`src/common/fc_pkg.sv`:
```
// Shared widths, beat encodings and the structs passed between the FC blocks.
// Modules import this package inside their bodies and name its types in their ports.

package fc_pkg;

  ////////////////////////////////////////////////////////////////////////////
  // Widths and requantization constants
  ////////////////////////////////////////////////////////////////////////////

  // Neuron lanes working on the same feature
  localparam int LANES = 4;

  // Feature, weight, bias and output byte
  localparam int DATA_W = 8;

  // Accumulator and biased sum
  localparam int ACC_W = 28;

  // Output byte window of the biased sum
  localparam int Q_LSB = 6;
  localparam int Q_MSB = 12;

  // Saturated output when bits above Q_MSB are set
  localparam int SAT_VAL = 127;

  // Argmax index width
  localparam int IDX_W = 2;

  // Register stages inside one MAC lane
  localparam int MAC_STAGES = 3;

  ////////////////////////////////////////////////////////////////////////////
  // Types
  ////////////////////////////////////////////////////////////////////////////

  typedef enum logic [0:0] {
    KIND_BIAS = 1'b0,
    KIND_DATA = 1'b1
  } beat_kind_e;

  // One signed byte, elements of the lane vectors stay signed
  typedef logic signed [DATA_W-1:0] sbyte_t;

  // One signed byte per lane, weights or biases
  typedef sbyte_t [LANES-1:0] lane_bytes_t;

  typedef logic signed [ACC_W-1:0] acc_t;

  // Input beat, wgt carries the biases on a BIAS beat
  typedef struct packed {
    beat_kind_e  kind;
    sbyte_t      feat;
    lane_bytes_t wgt;
    logic        last;
  } in_beat_t;

  // Operation broadcast to every lane
  typedef struct packed {
    sbyte_t      feat;
    lane_bytes_t wgt;
    logic        first;
    logic        last;
  } mac_op_t;

  // Output word, requantized bytes and index of the largest
  typedef struct packed {
    logic [LANES-1:0][DATA_W-1:0] q;
    logic [IDX_W-1:0]             max_idx;
  } result_t;

endpackage
```
`src/rtl/fc_top.sv`:
```
// FC compute core top level. Input beats pass decode, four MAC lanes and
// requant; one result word comes out per vector.
`timescale 1ns/1ns

module fc_top (
  input  logic             clk,
  input  logic             rstn,
  input  fc_pkg::in_beat_t s_beat,
  input  logic             s_valid,
  output logic             s_ready,
  output fc_pkg::result_t  m_result,
  output logic             m_valid,
  input  logic             m_ready
);
  import fc_pkg::*;

  logic             advance;
  mac_op_t          op;
  logic             op_valid;
  lane_bytes_t      bias;
  acc_t [LANES-1:0] lane_acc;
  // Lanes move in step, requant follows lane 0
  logic [LANES-1:0] lane_acc_valid;

  fc_decode i_decode (
    .clk      (clk),
    .rstn     (rstn),
    .s_beat   (s_beat),
    .s_valid  (s_valid),
    .s_ready  (s_ready),
    .advance  (advance),
    .op       (op),
    .op_valid (op_valid),
    .bias     (bias)
  );

  for (genvar i = 0; i < LANES; i++) begin : g_lane
    fc_mac_lane #(
      .LANE (i)
    ) i_lane (
      .clk       (clk),
      .rstn      (rstn),
      .advance   (advance),
      .op        (op),
      .op_valid  (op_valid),
      .acc       (lane_acc[i]),
      .acc_valid (lane_acc_valid[i])
    );
  end

  fc_requant i_requant (
    .clk       (clk),
    .rstn      (rstn),
    .acc       (lane_acc),
    .acc_valid (lane_acc_valid[0]),
    .bias      (bias),
    .m_result  (m_result),
    .m_valid   (m_valid),
    .m_ready   (m_ready),
    .advance   (advance)
  );

endmodule

```
`src/rtl/fc_requant.sv`:
```
// Result stage of the FC core. Adds bias, applies ReLU with saturating
// requantization, picks the argmax and owns the output register and advance.
`timescale 1ns/1ns

module fc_requant (
  input  logic                                clk,
  input  logic                                rstn,
  input  fc_pkg::acc_t [fc_pkg::LANES-1:0]    acc,
  input  logic                                acc_valid,
  input  fc_pkg::lane_bytes_t                 bias,
  output fc_pkg::result_t                     m_result,
  output logic                                m_valid,
  input  logic                                m_ready,
  output logic                                advance
);
  import fc_pkg::*;

  acc_t [LANES-1:0]             sum;
  logic [LANES-1:0][DATA_W-1:0] q;
  logic [IDX_W-1:0]             max_idx;

  // Whole pipeline moves when the output slot is free or draining now
  assign advance = !m_valid || m_ready;

  ////////////////////////////////////////////////////////////////////////////
  // Bias add and requantization
  ////////////////////////////////////////////////////////////////////////////

  always_comb begin
    for (int i = 0; i < LANES; i++) begin
      sum[i] = acc[i] + acc_t'(bias[i]);
      if (sum[i][ACC_W-1]) begin
        // ReLU
        q[i] = '0;
      end else if (|sum[i][ACC_W-2:Q_MSB+1]) begin
        q[i] = DATA_W'(SAT_VAL);
      end else begin
        q[i] = DATA_W'(sum[i][Q_MSB:Q_LSB]);
      end
    end
  end

  ////////////////////////////////////////////////////////////////////////////
  // Argmax
  ////////////////////////////////////////////////////////////////////////////

  // Strict compare keeps the lowest index on a tie
  always_comb begin
    logic [DATA_W-1:0] best;

    best    = q[0];
    max_idx = '0;
    for (int i = 1; i < LANES; i++) begin
      if (q[i] > best) begin
        best    = q[i];
        max_idx = IDX_W'(i);
      end
    end
  end

  ////////////////////////////////////////////////////////////////////////////
  // Output register
  ////////////////////////////////////////////////////////////////////////////

  always_ff @(posedge clk) begin
    if (!rstn) begin
      m_valid <= 1'b0;
    end else if (advance) begin
      m_valid <= acc_valid;
    end
  end

  always_ff @(posedge clk) begin
    if (advance && acc_valid) begin
      m_result.q       <= q;
      m_result.max_idx <= max_idx;
    end
  end

endmodule

```
`src/mac/fc_mac_lane.sv`:
```
// One neuron lane: sign-magnitude multiply of feature and weight, then
// accumulation over a vector. Three register stages, all held by advance.
`timescale 1ns/1ns

module fc_mac_lane #(
  parameter int LANE = 0
) (
  input  logic            clk,
  input  logic            rstn,
  input  logic            advance,
  input  fc_pkg::mac_op_t op,
  input  logic            op_valid,
  output fc_pkg::acc_t    acc,
  output logic            acc_valid
);
  import fc_pkg::*;

  sbyte_t              wgt;
  logic [DATA_W-1:0]   feat_mag;
  logic [DATA_W-1:0]   wgt_mag;

  // Stage 1, operand magnitudes and product sign
  logic                v1;
  logic [DATA_W-1:0]   feat_mag_q;
  logic [DATA_W-1:0]   wgt_mag_q;
  logic                sign1_q;
  logic                first1_q;
  logic                last1_q;

  // Stage 2, magnitude product
  logic                v2;
  logic [2*DATA_W-1:0] prod_q;
  logic                sign2_q;
  logic                first2_q;
  logic                last2_q;

  // Stage 3, accumulator
  acc_t                prod_ext;
  acc_t                prod_signed;
  acc_t                acc_q;

  assign wgt = op.wgt[LANE];

  // |-128| is 8'h80, still fits as unsigned
  assign feat_mag = op.feat[DATA_W-1] ? -op.feat : op.feat;
  assign wgt_mag  = wgt[DATA_W-1] ? -wgt : wgt;

  ////////////////////////////////////////////////////////////////////////////
  // Valid chain
  ////////////////////////////////////////////////////////////////////////////

  always_ff @(posedge clk) begin
    if (!rstn) begin
      v1        <= 1'b0;
      v2        <= 1'b0;
      acc_valid <= 1'b0;
    end else if (advance) begin
      v1        <= op_valid;
      v2        <= v1;
      acc_valid <= v2 && last2_q;
    end
  end

  ////////////////////////////////////////////////////////////////////////////
  // Stage 1 and 2
  ////////////////////////////////////////////////////////////////////////////

  always_ff @(posedge clk) begin
    if (advance) begin
      feat_mag_q <= feat_mag;
      wgt_mag_q  <= wgt_mag;
      sign1_q    <= op.feat[DATA_W-1] ^ wgt[DATA_W-1];
      first1_q   <= op.first;
      last1_q    <= op.last;
    end
  end

  always_ff @(posedge clk) begin
    if (advance) begin
      prod_q   <= feat_mag_q * wgt_mag_q;
      sign2_q  <= sign1_q;
      first2_q <= first1_q;
      last2_q  <= last1_q;
    end
  end

  ////////////////////////////////////////////////////////////////////////////
  // Stage 3, sign restore and accumulate
  ////////////////////////////////////////////////////////////////////////////

  // Zero extension, the product register holds a magnitude
  assign prod_ext    = acc_t'(prod_q);
  assign prod_signed = sign2_q ? -prod_ext : prod_ext;

  // First op of a vector replaces the running sum
  always_ff @(posedge clk) begin
    if (advance && v2) begin
      if (first2_q) begin
        acc_q <= prod_signed;
      end else begin
        acc_q <= acc_q + prod_signed;
      end
    end
  end

  assign acc = acc_q;

endmodule

```
`src/rtl/fc_decode.sv`:
```
// Input stage of the FC core. Accepts beats, keeps the biases and issues
// one MAC operation per DATA beat with first/last marks.
`timescale 1ns/1ns

module fc_decode (
  input  logic                clk,
  input  logic                rstn,
  input  fc_pkg::in_beat_t    s_beat,
  input  logic                s_valid,
  output logic                s_ready,
  input  logic                advance,
  output fc_pkg::mac_op_t     op,
  output logic                op_valid,
  output fc_pkg::lane_bytes_t bias
);
  import fc_pkg::*;

  logic        run;
  logic        accept;
  logic        start;
  lane_bytes_t bias_q;
  // Bias travels alongside its ops, one entry per pipeline stage up to requant
  lane_bytes_t bias_dly [0:MAC_STAGES];

  // Input opens one cycle after reset release
  always_ff @(posedge clk) begin
    if (!rstn) begin
      run <= 1'b0;
    end else begin
      run <= 1'b1;
    end
  end

  assign s_ready = advance && run;
  assign accept  = s_valid && s_ready;

  // Bias registers and start-of-vector tracking
  always_ff @(posedge clk) begin
    if (!rstn) begin
      bias_q <= '0;
      start  <= 1'b1;
    end else if (accept) begin
      if (s_beat.kind == KIND_BIAS) begin
        bias_q <= s_beat.wgt;
        start  <= 1'b1;
      end else begin
        start <= s_beat.last;
      end
    end
  end

  always_ff @(posedge clk) begin
    if (!rstn) begin
      op_valid <= 1'b0;
    end else if (advance) begin
      op_valid <= accept && (s_beat.kind == KIND_DATA);
    end
  end

  // Op payload
  always_ff @(posedge clk) begin
    if (accept && (s_beat.kind == KIND_DATA)) begin
      op.feat  <= s_beat.feat;
      op.wgt   <= s_beat.wgt;
      op.first <= start;
      op.last  <= s_beat.last;
    end
  end

  always_ff @(posedge clk) begin
    if (advance) begin
      bias_dly[0] <= bias_q;
      for (int k = 1; k <= MAC_STAGES; k++) begin
        bias_dly[k] <= bias_dly[k-1];
      end
    end
  end

  assign bias = bias_dly[MAC_STAGES];

endmodule

```
`config.mk`:
```
export PLATFORM = sky130hd
export DESIGN_NAME = fc_top
export DESIGN_NICKNAME = d
export VERILOG_FILES = /design/src/common/fc_pkg.sv /design/src/rtl/fc_top.sv /design/src/rtl/fc_requant.sv /design/src/mac/fc_mac_lane.sv /design/src/rtl/fc_decode.sv
export SDC_FILE = /design/constraint.sdc
export NUM_CORES = 2
export LEC_CHECK = 0
export BUFFER_PORTS_ARGS = -buffer_cell sky130_fd_sc_hd__buf_2
export CAP_MARGIN = 20
export CORE_ASPECT_RATIO = 1.1
export CORE_MARGIN = 1.5
export CORE_UTILIZATION = 52
export DETAILED_ROUTE_END_ITERATION = 12
export PLACE_DENSITY = 0.75
export SYNTH_ARGS = -nofsm -noshare
export SYNTH_HDL_FRONTEND = slang
export SYNTH_HIERARCHICAL = 1
export SYNTH_SLANG_ARGS = --single-unit
```
`constraint.sdc`:
```
create_clock -name clk -period 11.55 [get_ports clk]
set_clock_uncertainty 0.15 [all_clocks]
set_input_delay 1.7325 -clock clk [delete_from_list [all_inputs] [get_ports clk]]
set_output_delay 1.7325 -clock clk [all_outputs]
set_load 0.005 [all_outputs]
```
; ---- Word level (Yosys, flattened, before mapping)
; Memory sizes are Yosys's and may differ from the RTL's.
; Index checks and enable logic that the tools add are counted.
[classes]
add_sub_neg = 17
mul = 4
order_cmp = 3
mux = 29
bitwise_logic = 5
reduce_logical = 14
[ops]
columns = operator, n
row1 = 28-bit 2-to-1 mux, 8
row2 = 28-bit adder, 4
row3 = 28-bit by 8-bit adder with 28-bit output, 4
row4 = 16-bit negator with 28-bit output, 4
row5 = 8-bit 2-to-1 mux, 10
row6 = 8-bit by 8-bit multiplier with 16-bit output, 4
row7 = 14-bit OR reduction, 4
row8 = 8-bit negator, 5
row9 = 7-bit 2-to-1 mux, 5
row10 = 8-bit greater-than comparator, 3
row11 = 1-bit logical AND, 6
row12 = 1-bit 2-to-1 mux, 6
row13 = 1-bit bitwise XOR, 4
row14 = 2-bit AND reduction, 1
row15 = 2-bit OR reduction, 1
row16 = 1-bit zero test, 1
row17 = 1-bit logical OR, 1
row18 = 1-bit NOT, 1
[totals]
register_bits = 343
ramBits = 128
out_inout_bits = 36
elab_cells = 127
memories = 1
[memory_table]
columns = memory, words, width, rd, rd_clocked_by_memory_dff, wr, line_no
row1 = i_decode.bias_dly, 4, 32, 4, 0, 4, fc_decode.sv:23  ; lane_bytes_t bias_dly [0:MAC_STAGES];

; ---- Depth between registers and ports, before layout
; An unclocked memory read counts as a cell.
[logic_depth]
ltp_word = 11
depth_mapped = 41

; ---- Cells and area by module
; Netlist, hierarchy kept.
[modules_own_cells]
columns = module, n_inst, cells_per_inst, area_per_inst_um2
row1 = fc_requant, 1, 1086, 8130.3
row2 = fc_mac_lane at g_lane[0].i_lane, 1, 687, 6607.6
row3 = fc_decode, 1, 321, 6541.3
row4 = fc_mac_lane at g_lane[2].i_lane, 1, 661, 6475.0
row5 = fc_mac_lane at g_lane[1].i_lane, 1, 660, 6462.4
row6 = fc_mac_lane at g_lane[3].i_lane, 1, 633, 6332.3

; ---- Worst setup path before layout
; Ideal clock, no wire load.
[synth_timing]
path_kind = input to output
start = input port m_ready
end = output port s_ready
arrival_ns = 9.901
required_time_ns = 9.668
slack_ns = -0.233
cell_stages = 2
path_buffers = 0
cell_sequence = nand2b_1 -> and2_2
[synth_between]
elab_chain_cells = 2
[synth_lines]
columns = item, line_no
row1 = "start, declared", fc_top.sv:13  ; input logic m_ready
row2 = 1-bit logical OR, fc_requant.sv:23  ; assign advance = !m_valid || m_ready;
row3 = 1-bit logical AND, fc_decode.sv:34  ; assign s_ready = advance && run;
row4 = "end, declared", fc_top.sv:10  ; output logic s_ready,
; No other way between the ends.

==> out/summary.md <==
The flow ran to the end, and the final reports show no timing, DRC or antenna violations. Using the TritonRoute via totals, the vias-per-cell ratio works out to 5.769. The horizontal die dimension came out at 268.3 um.

Total of max-cap violations: 0. The cell seen most often among critical-path stages is sky130_fd_sc_hd__o21ai_0. The logs give 0 for the post-cts hold buffer count and 68270 um for the half-perimeter wire length after detailed placement. For the worst setup path, the data arrival time is 10.10 ns. The highest metal layer carrying signal wires in the routed design is met4. Once the clock tree was built, the resizer swapped 0 gates to a different size. The worst hold path passes through 0 cells. Setup repair after global routing left no endpoint under its margin.

For the pin with the worst max-slew slack, the measured transition is 1.090 ns. At the end of the flow, the number of nets in the layout was 4675. The area of the core region was 76260 sq um.

For the remaining antenna violation count, the log shows 0. The slowest stage of the critical path belongs to the cell sky130_fd_sc_hd__edfxtp_1. The post-route netlist has 6.604% of its cells at a drive strength greater than 1. For the worst setup path, the data required time is 11.76 ns. Static timing analysis puts the maximum clock frequency at 101.1 MHz.

The logs give 1939 for the count of routing violations after the opening detailed-route iteration and 18.61 nW for the leakage power. In this design, the stage delay of the slowest critical-path cell is 0.75 ns. The average wire length per cell after detail routing was 17.44 um. The number of cells on the worst reg-to-reg path is 38. Summing internal, switching and leakage power gives 6.279 mW. The class of the most critical setup path is reg -> reg. The detailed-route via count was 29770. The root buffer selected by CTS was sky130_fd_sc_hd__clkbuf_16. The post-CTS setup buffer count is 0.

The number of buffers created by CTS is 54. TritonCTS built the clock tree. The path category of the worst min-delay check was reg -> reg.

The initial core utilization came out at 52.79%. After routing, the total negative slack on setup checks comes to 0 ns. Setup violations remaining at the end of the flow were counted as 0. The initial antenna violation count is 0, and the final period demand of the worst path is 9.889 ns.

The number of I/O port buffers was 81; the layout overhead on the synthesized area was 8.361%. The number of iterations in the first detailed-routing pass was 7. Overall global routing resource usage: 22.92%.

For the maximum ir drop on the vdd rail, the log shows 130.9 uV. In this run the mean area of a mapped cell was 9.989 sq um. The count of antenna diodes in the layout is 0, and the post-route non-filler standard cell count is 5160.

From bottom edge to top edge, the die measures 294.8 um. Clock latency at the later pin of the worst-skew pair: 0.63 ns. The first global-routing pass estimated 147500 um of wire. The worst relative slew slack was 27.36%; the largest fanout of any net on the critical path was 21. The logs give 89990 um for the total detailed-routing wirelength and 4030 for the gate count of the mapped netlist.

For this design the ratio of total power to cell area is 143.9 nW/um^2. For this run, design rule violations remaining after detail routing come to 0. The detailed router put a total of 42570 um of wire on met1. The tools report the critical path capture point type as a flop. Clock-pin slew was measured on the worst setup and hold paths at 0.07 ns.

The H-tree depth reported by CTS was 2; the final-report hold violation count was 0. The number of warnings issued by yosys was 6; the number of ports placed on the die boundary was 82. The logs give 0 for the aggregate global routing overflow and 41330 um for the total length of routed met2 wires. The worst setup path is launched from a flop. The longest clock path from root to sink contains 3 buffers. The post-synthesis cell area is 40260 sq um, and the overall die area is 79100 sq um. At the end of routability-driven placement, the weighted congestion stood at 0.9311.

Wire segments on met3 add up to 4218 um in the final route. Of the available clock period, the critical path in the final layout requires 85.62%. The number of global-route vias before repair is 28670. The logs give 0 for the number of pins exceeding their max-slew limit in the final report and 4616 for the number of nets produced by synthesis.

The total instance count after detailed placement was 5058; the pin count of the biggest net entering global routing was 191. The run gives 106 as the number of core rows. The tree built by TritonCTS fans out to 507 sinks.
-- worst max-delay path, delay by kind of cell (launching register included) --
kind | cells | cell delay (ns)
compound gates | 22 | 4.21
xor+xnor | 1 | 0.51
fa+ha+maj | 4 | 1.44
flops | 1 | 0.75
simple gates | 11 | 2.58
-- final timing paths --
kind | from | end | slack [ns]
setup / recovery | i_decode/bias_dly[3][15] | i_requant/m_result[0] | 1.66
hold reg to reg | i_decode/bias_dly[0][24] | i_decode/bias_dly[1][24] | 0.26
hold / removal | i_decode/bias_dly[0][24] | i_decode/bias_dly[1][24] | 0.26
setup reg to reg | i_decode/bias_dly[3][15] | i_requant/m_result[0] | 1.66
-- per-stage QoR --
step	instance area (sq um)	hold WS [ns]	util [%]	setup slack, ns
finish	43620	0.2568	57.20	1.661
floorplan	40260	0.2503	-	3.163
detailed placement	41640	0.2545	54.60	1.856
global route	43620	0.2717	57.20	0.9517
CTS	43600	0.2623	57.17	1.806
global placement	41640	0.2511	54.60	1.879
-- registers in the layout (all words and copies together) (netlist names) --
name and cells:
i_decode/op 42, i_decode/start 1, g_lane.i_lane/first2_q 4, g_lane.i_lane/sign1_q 4
i_decode/run 1, g_lane.i_lane/first1_q 4, g_lane.i_lane/acc 112, g_lane.i_lane/v1 4
i_decode/op_valid 1, i_decode/bias_dly 128, g_lane.i_lane/last1_q 1, g_lane.i_lane/prod_q 64
i_requant/m_valid 1, g_lane.i_lane/last2_q 1, g_lane.i_lane/acc_valid 1, g_lane.i_lane/wgt_mag_q 32
g_lane.i_lane/v2 4, g_lane.i_lane/sign2_q 4, i_decode/bias_q 32, g_lane.i_lane/feat_mag_q 32
i_requant/m_result 34
-- metal layers --
layer	vias up	GRT usage (%)
met1	14180	32.33
met3	109	2.339
met2	708	37.54
met4	0	6.091
li1	14770	-
met5	-	0
-- cell type report --
cell class | instances | area, sq um
fillers | 6444 | 32640
clock inverters | 36 | 444.2
multi-input cells | 3125 | 23910
well taps | 1026 | 1284
repair buffers | 99 | 563.0
flip-flops and latches | 507 | 14770
inverters | 302 | 1134
clock buffers | 65 | 1516
-- layout by cell type (no fill, tap or decap), types with 26 or more instances in the layout --
cell type,instances
sky130_fd_sc_hd__nand2_1,391
sky130_fd_sc_hd__or3_1,26
sky130_fd_sc_hd__a21oi_1,280
sky130_fd_sc_hd__edfxtp_1,462
sky130_fd_sc_hd__o31ai_1,36
sky130_fd_sc_hd__a211oi_1,45
sky130_fd_sc_hd__nand2b_1,46
sky130_fd_sc_hd__and3_1,29
sky130_fd_sc_hd__o21ai_0,227
sky130_fd_sc_hd__ha_1,392
sky130_fd_sc_hd__nor3_1,60
sky130_fd_sc_hd__nand4_1,39
sky130_fd_sc_hd__a31oi_1,27
sky130_fd_sc_hd__fa_1,148
sky130_fd_sc_hd__xor2_1,82
sky130_fd_sc_hd__dfxtp_1,45
sky130_fd_sc_hd__buf_2,82
sky130_fd_sc_hd__o21bai_1,28
sky130_fd_sc_hd__o211ai_1,29
sky130_fd_sc_hd__xnor2_1,201
sky130_fd_sc_hd__mux2i_1,47
sky130_fd_sc_hd__a21o_1,86
sky130_fd_sc_hd__and2_1,240
sky130_fd_sc_hd__clkbuf_16,57
sky130_fd_sc_hd__nor2_1,185
sky130_fd_sc_hd__o21a_1,51
sky130_fd_sc_hd__nor2b_1,33
sky130_fd_sc_hd__nand3_1,77
sky130_fd_sc_hd__inv_1,299
-- power by group --
group          total, mW  switching, mW  internal (mW)
Combinational       2.07           1.18          0.891
Clock               1.89          0.762           1.12
Sequential          2.32          0.132           2.19
No activity file was read; power rests on OpenSTA's default activity.
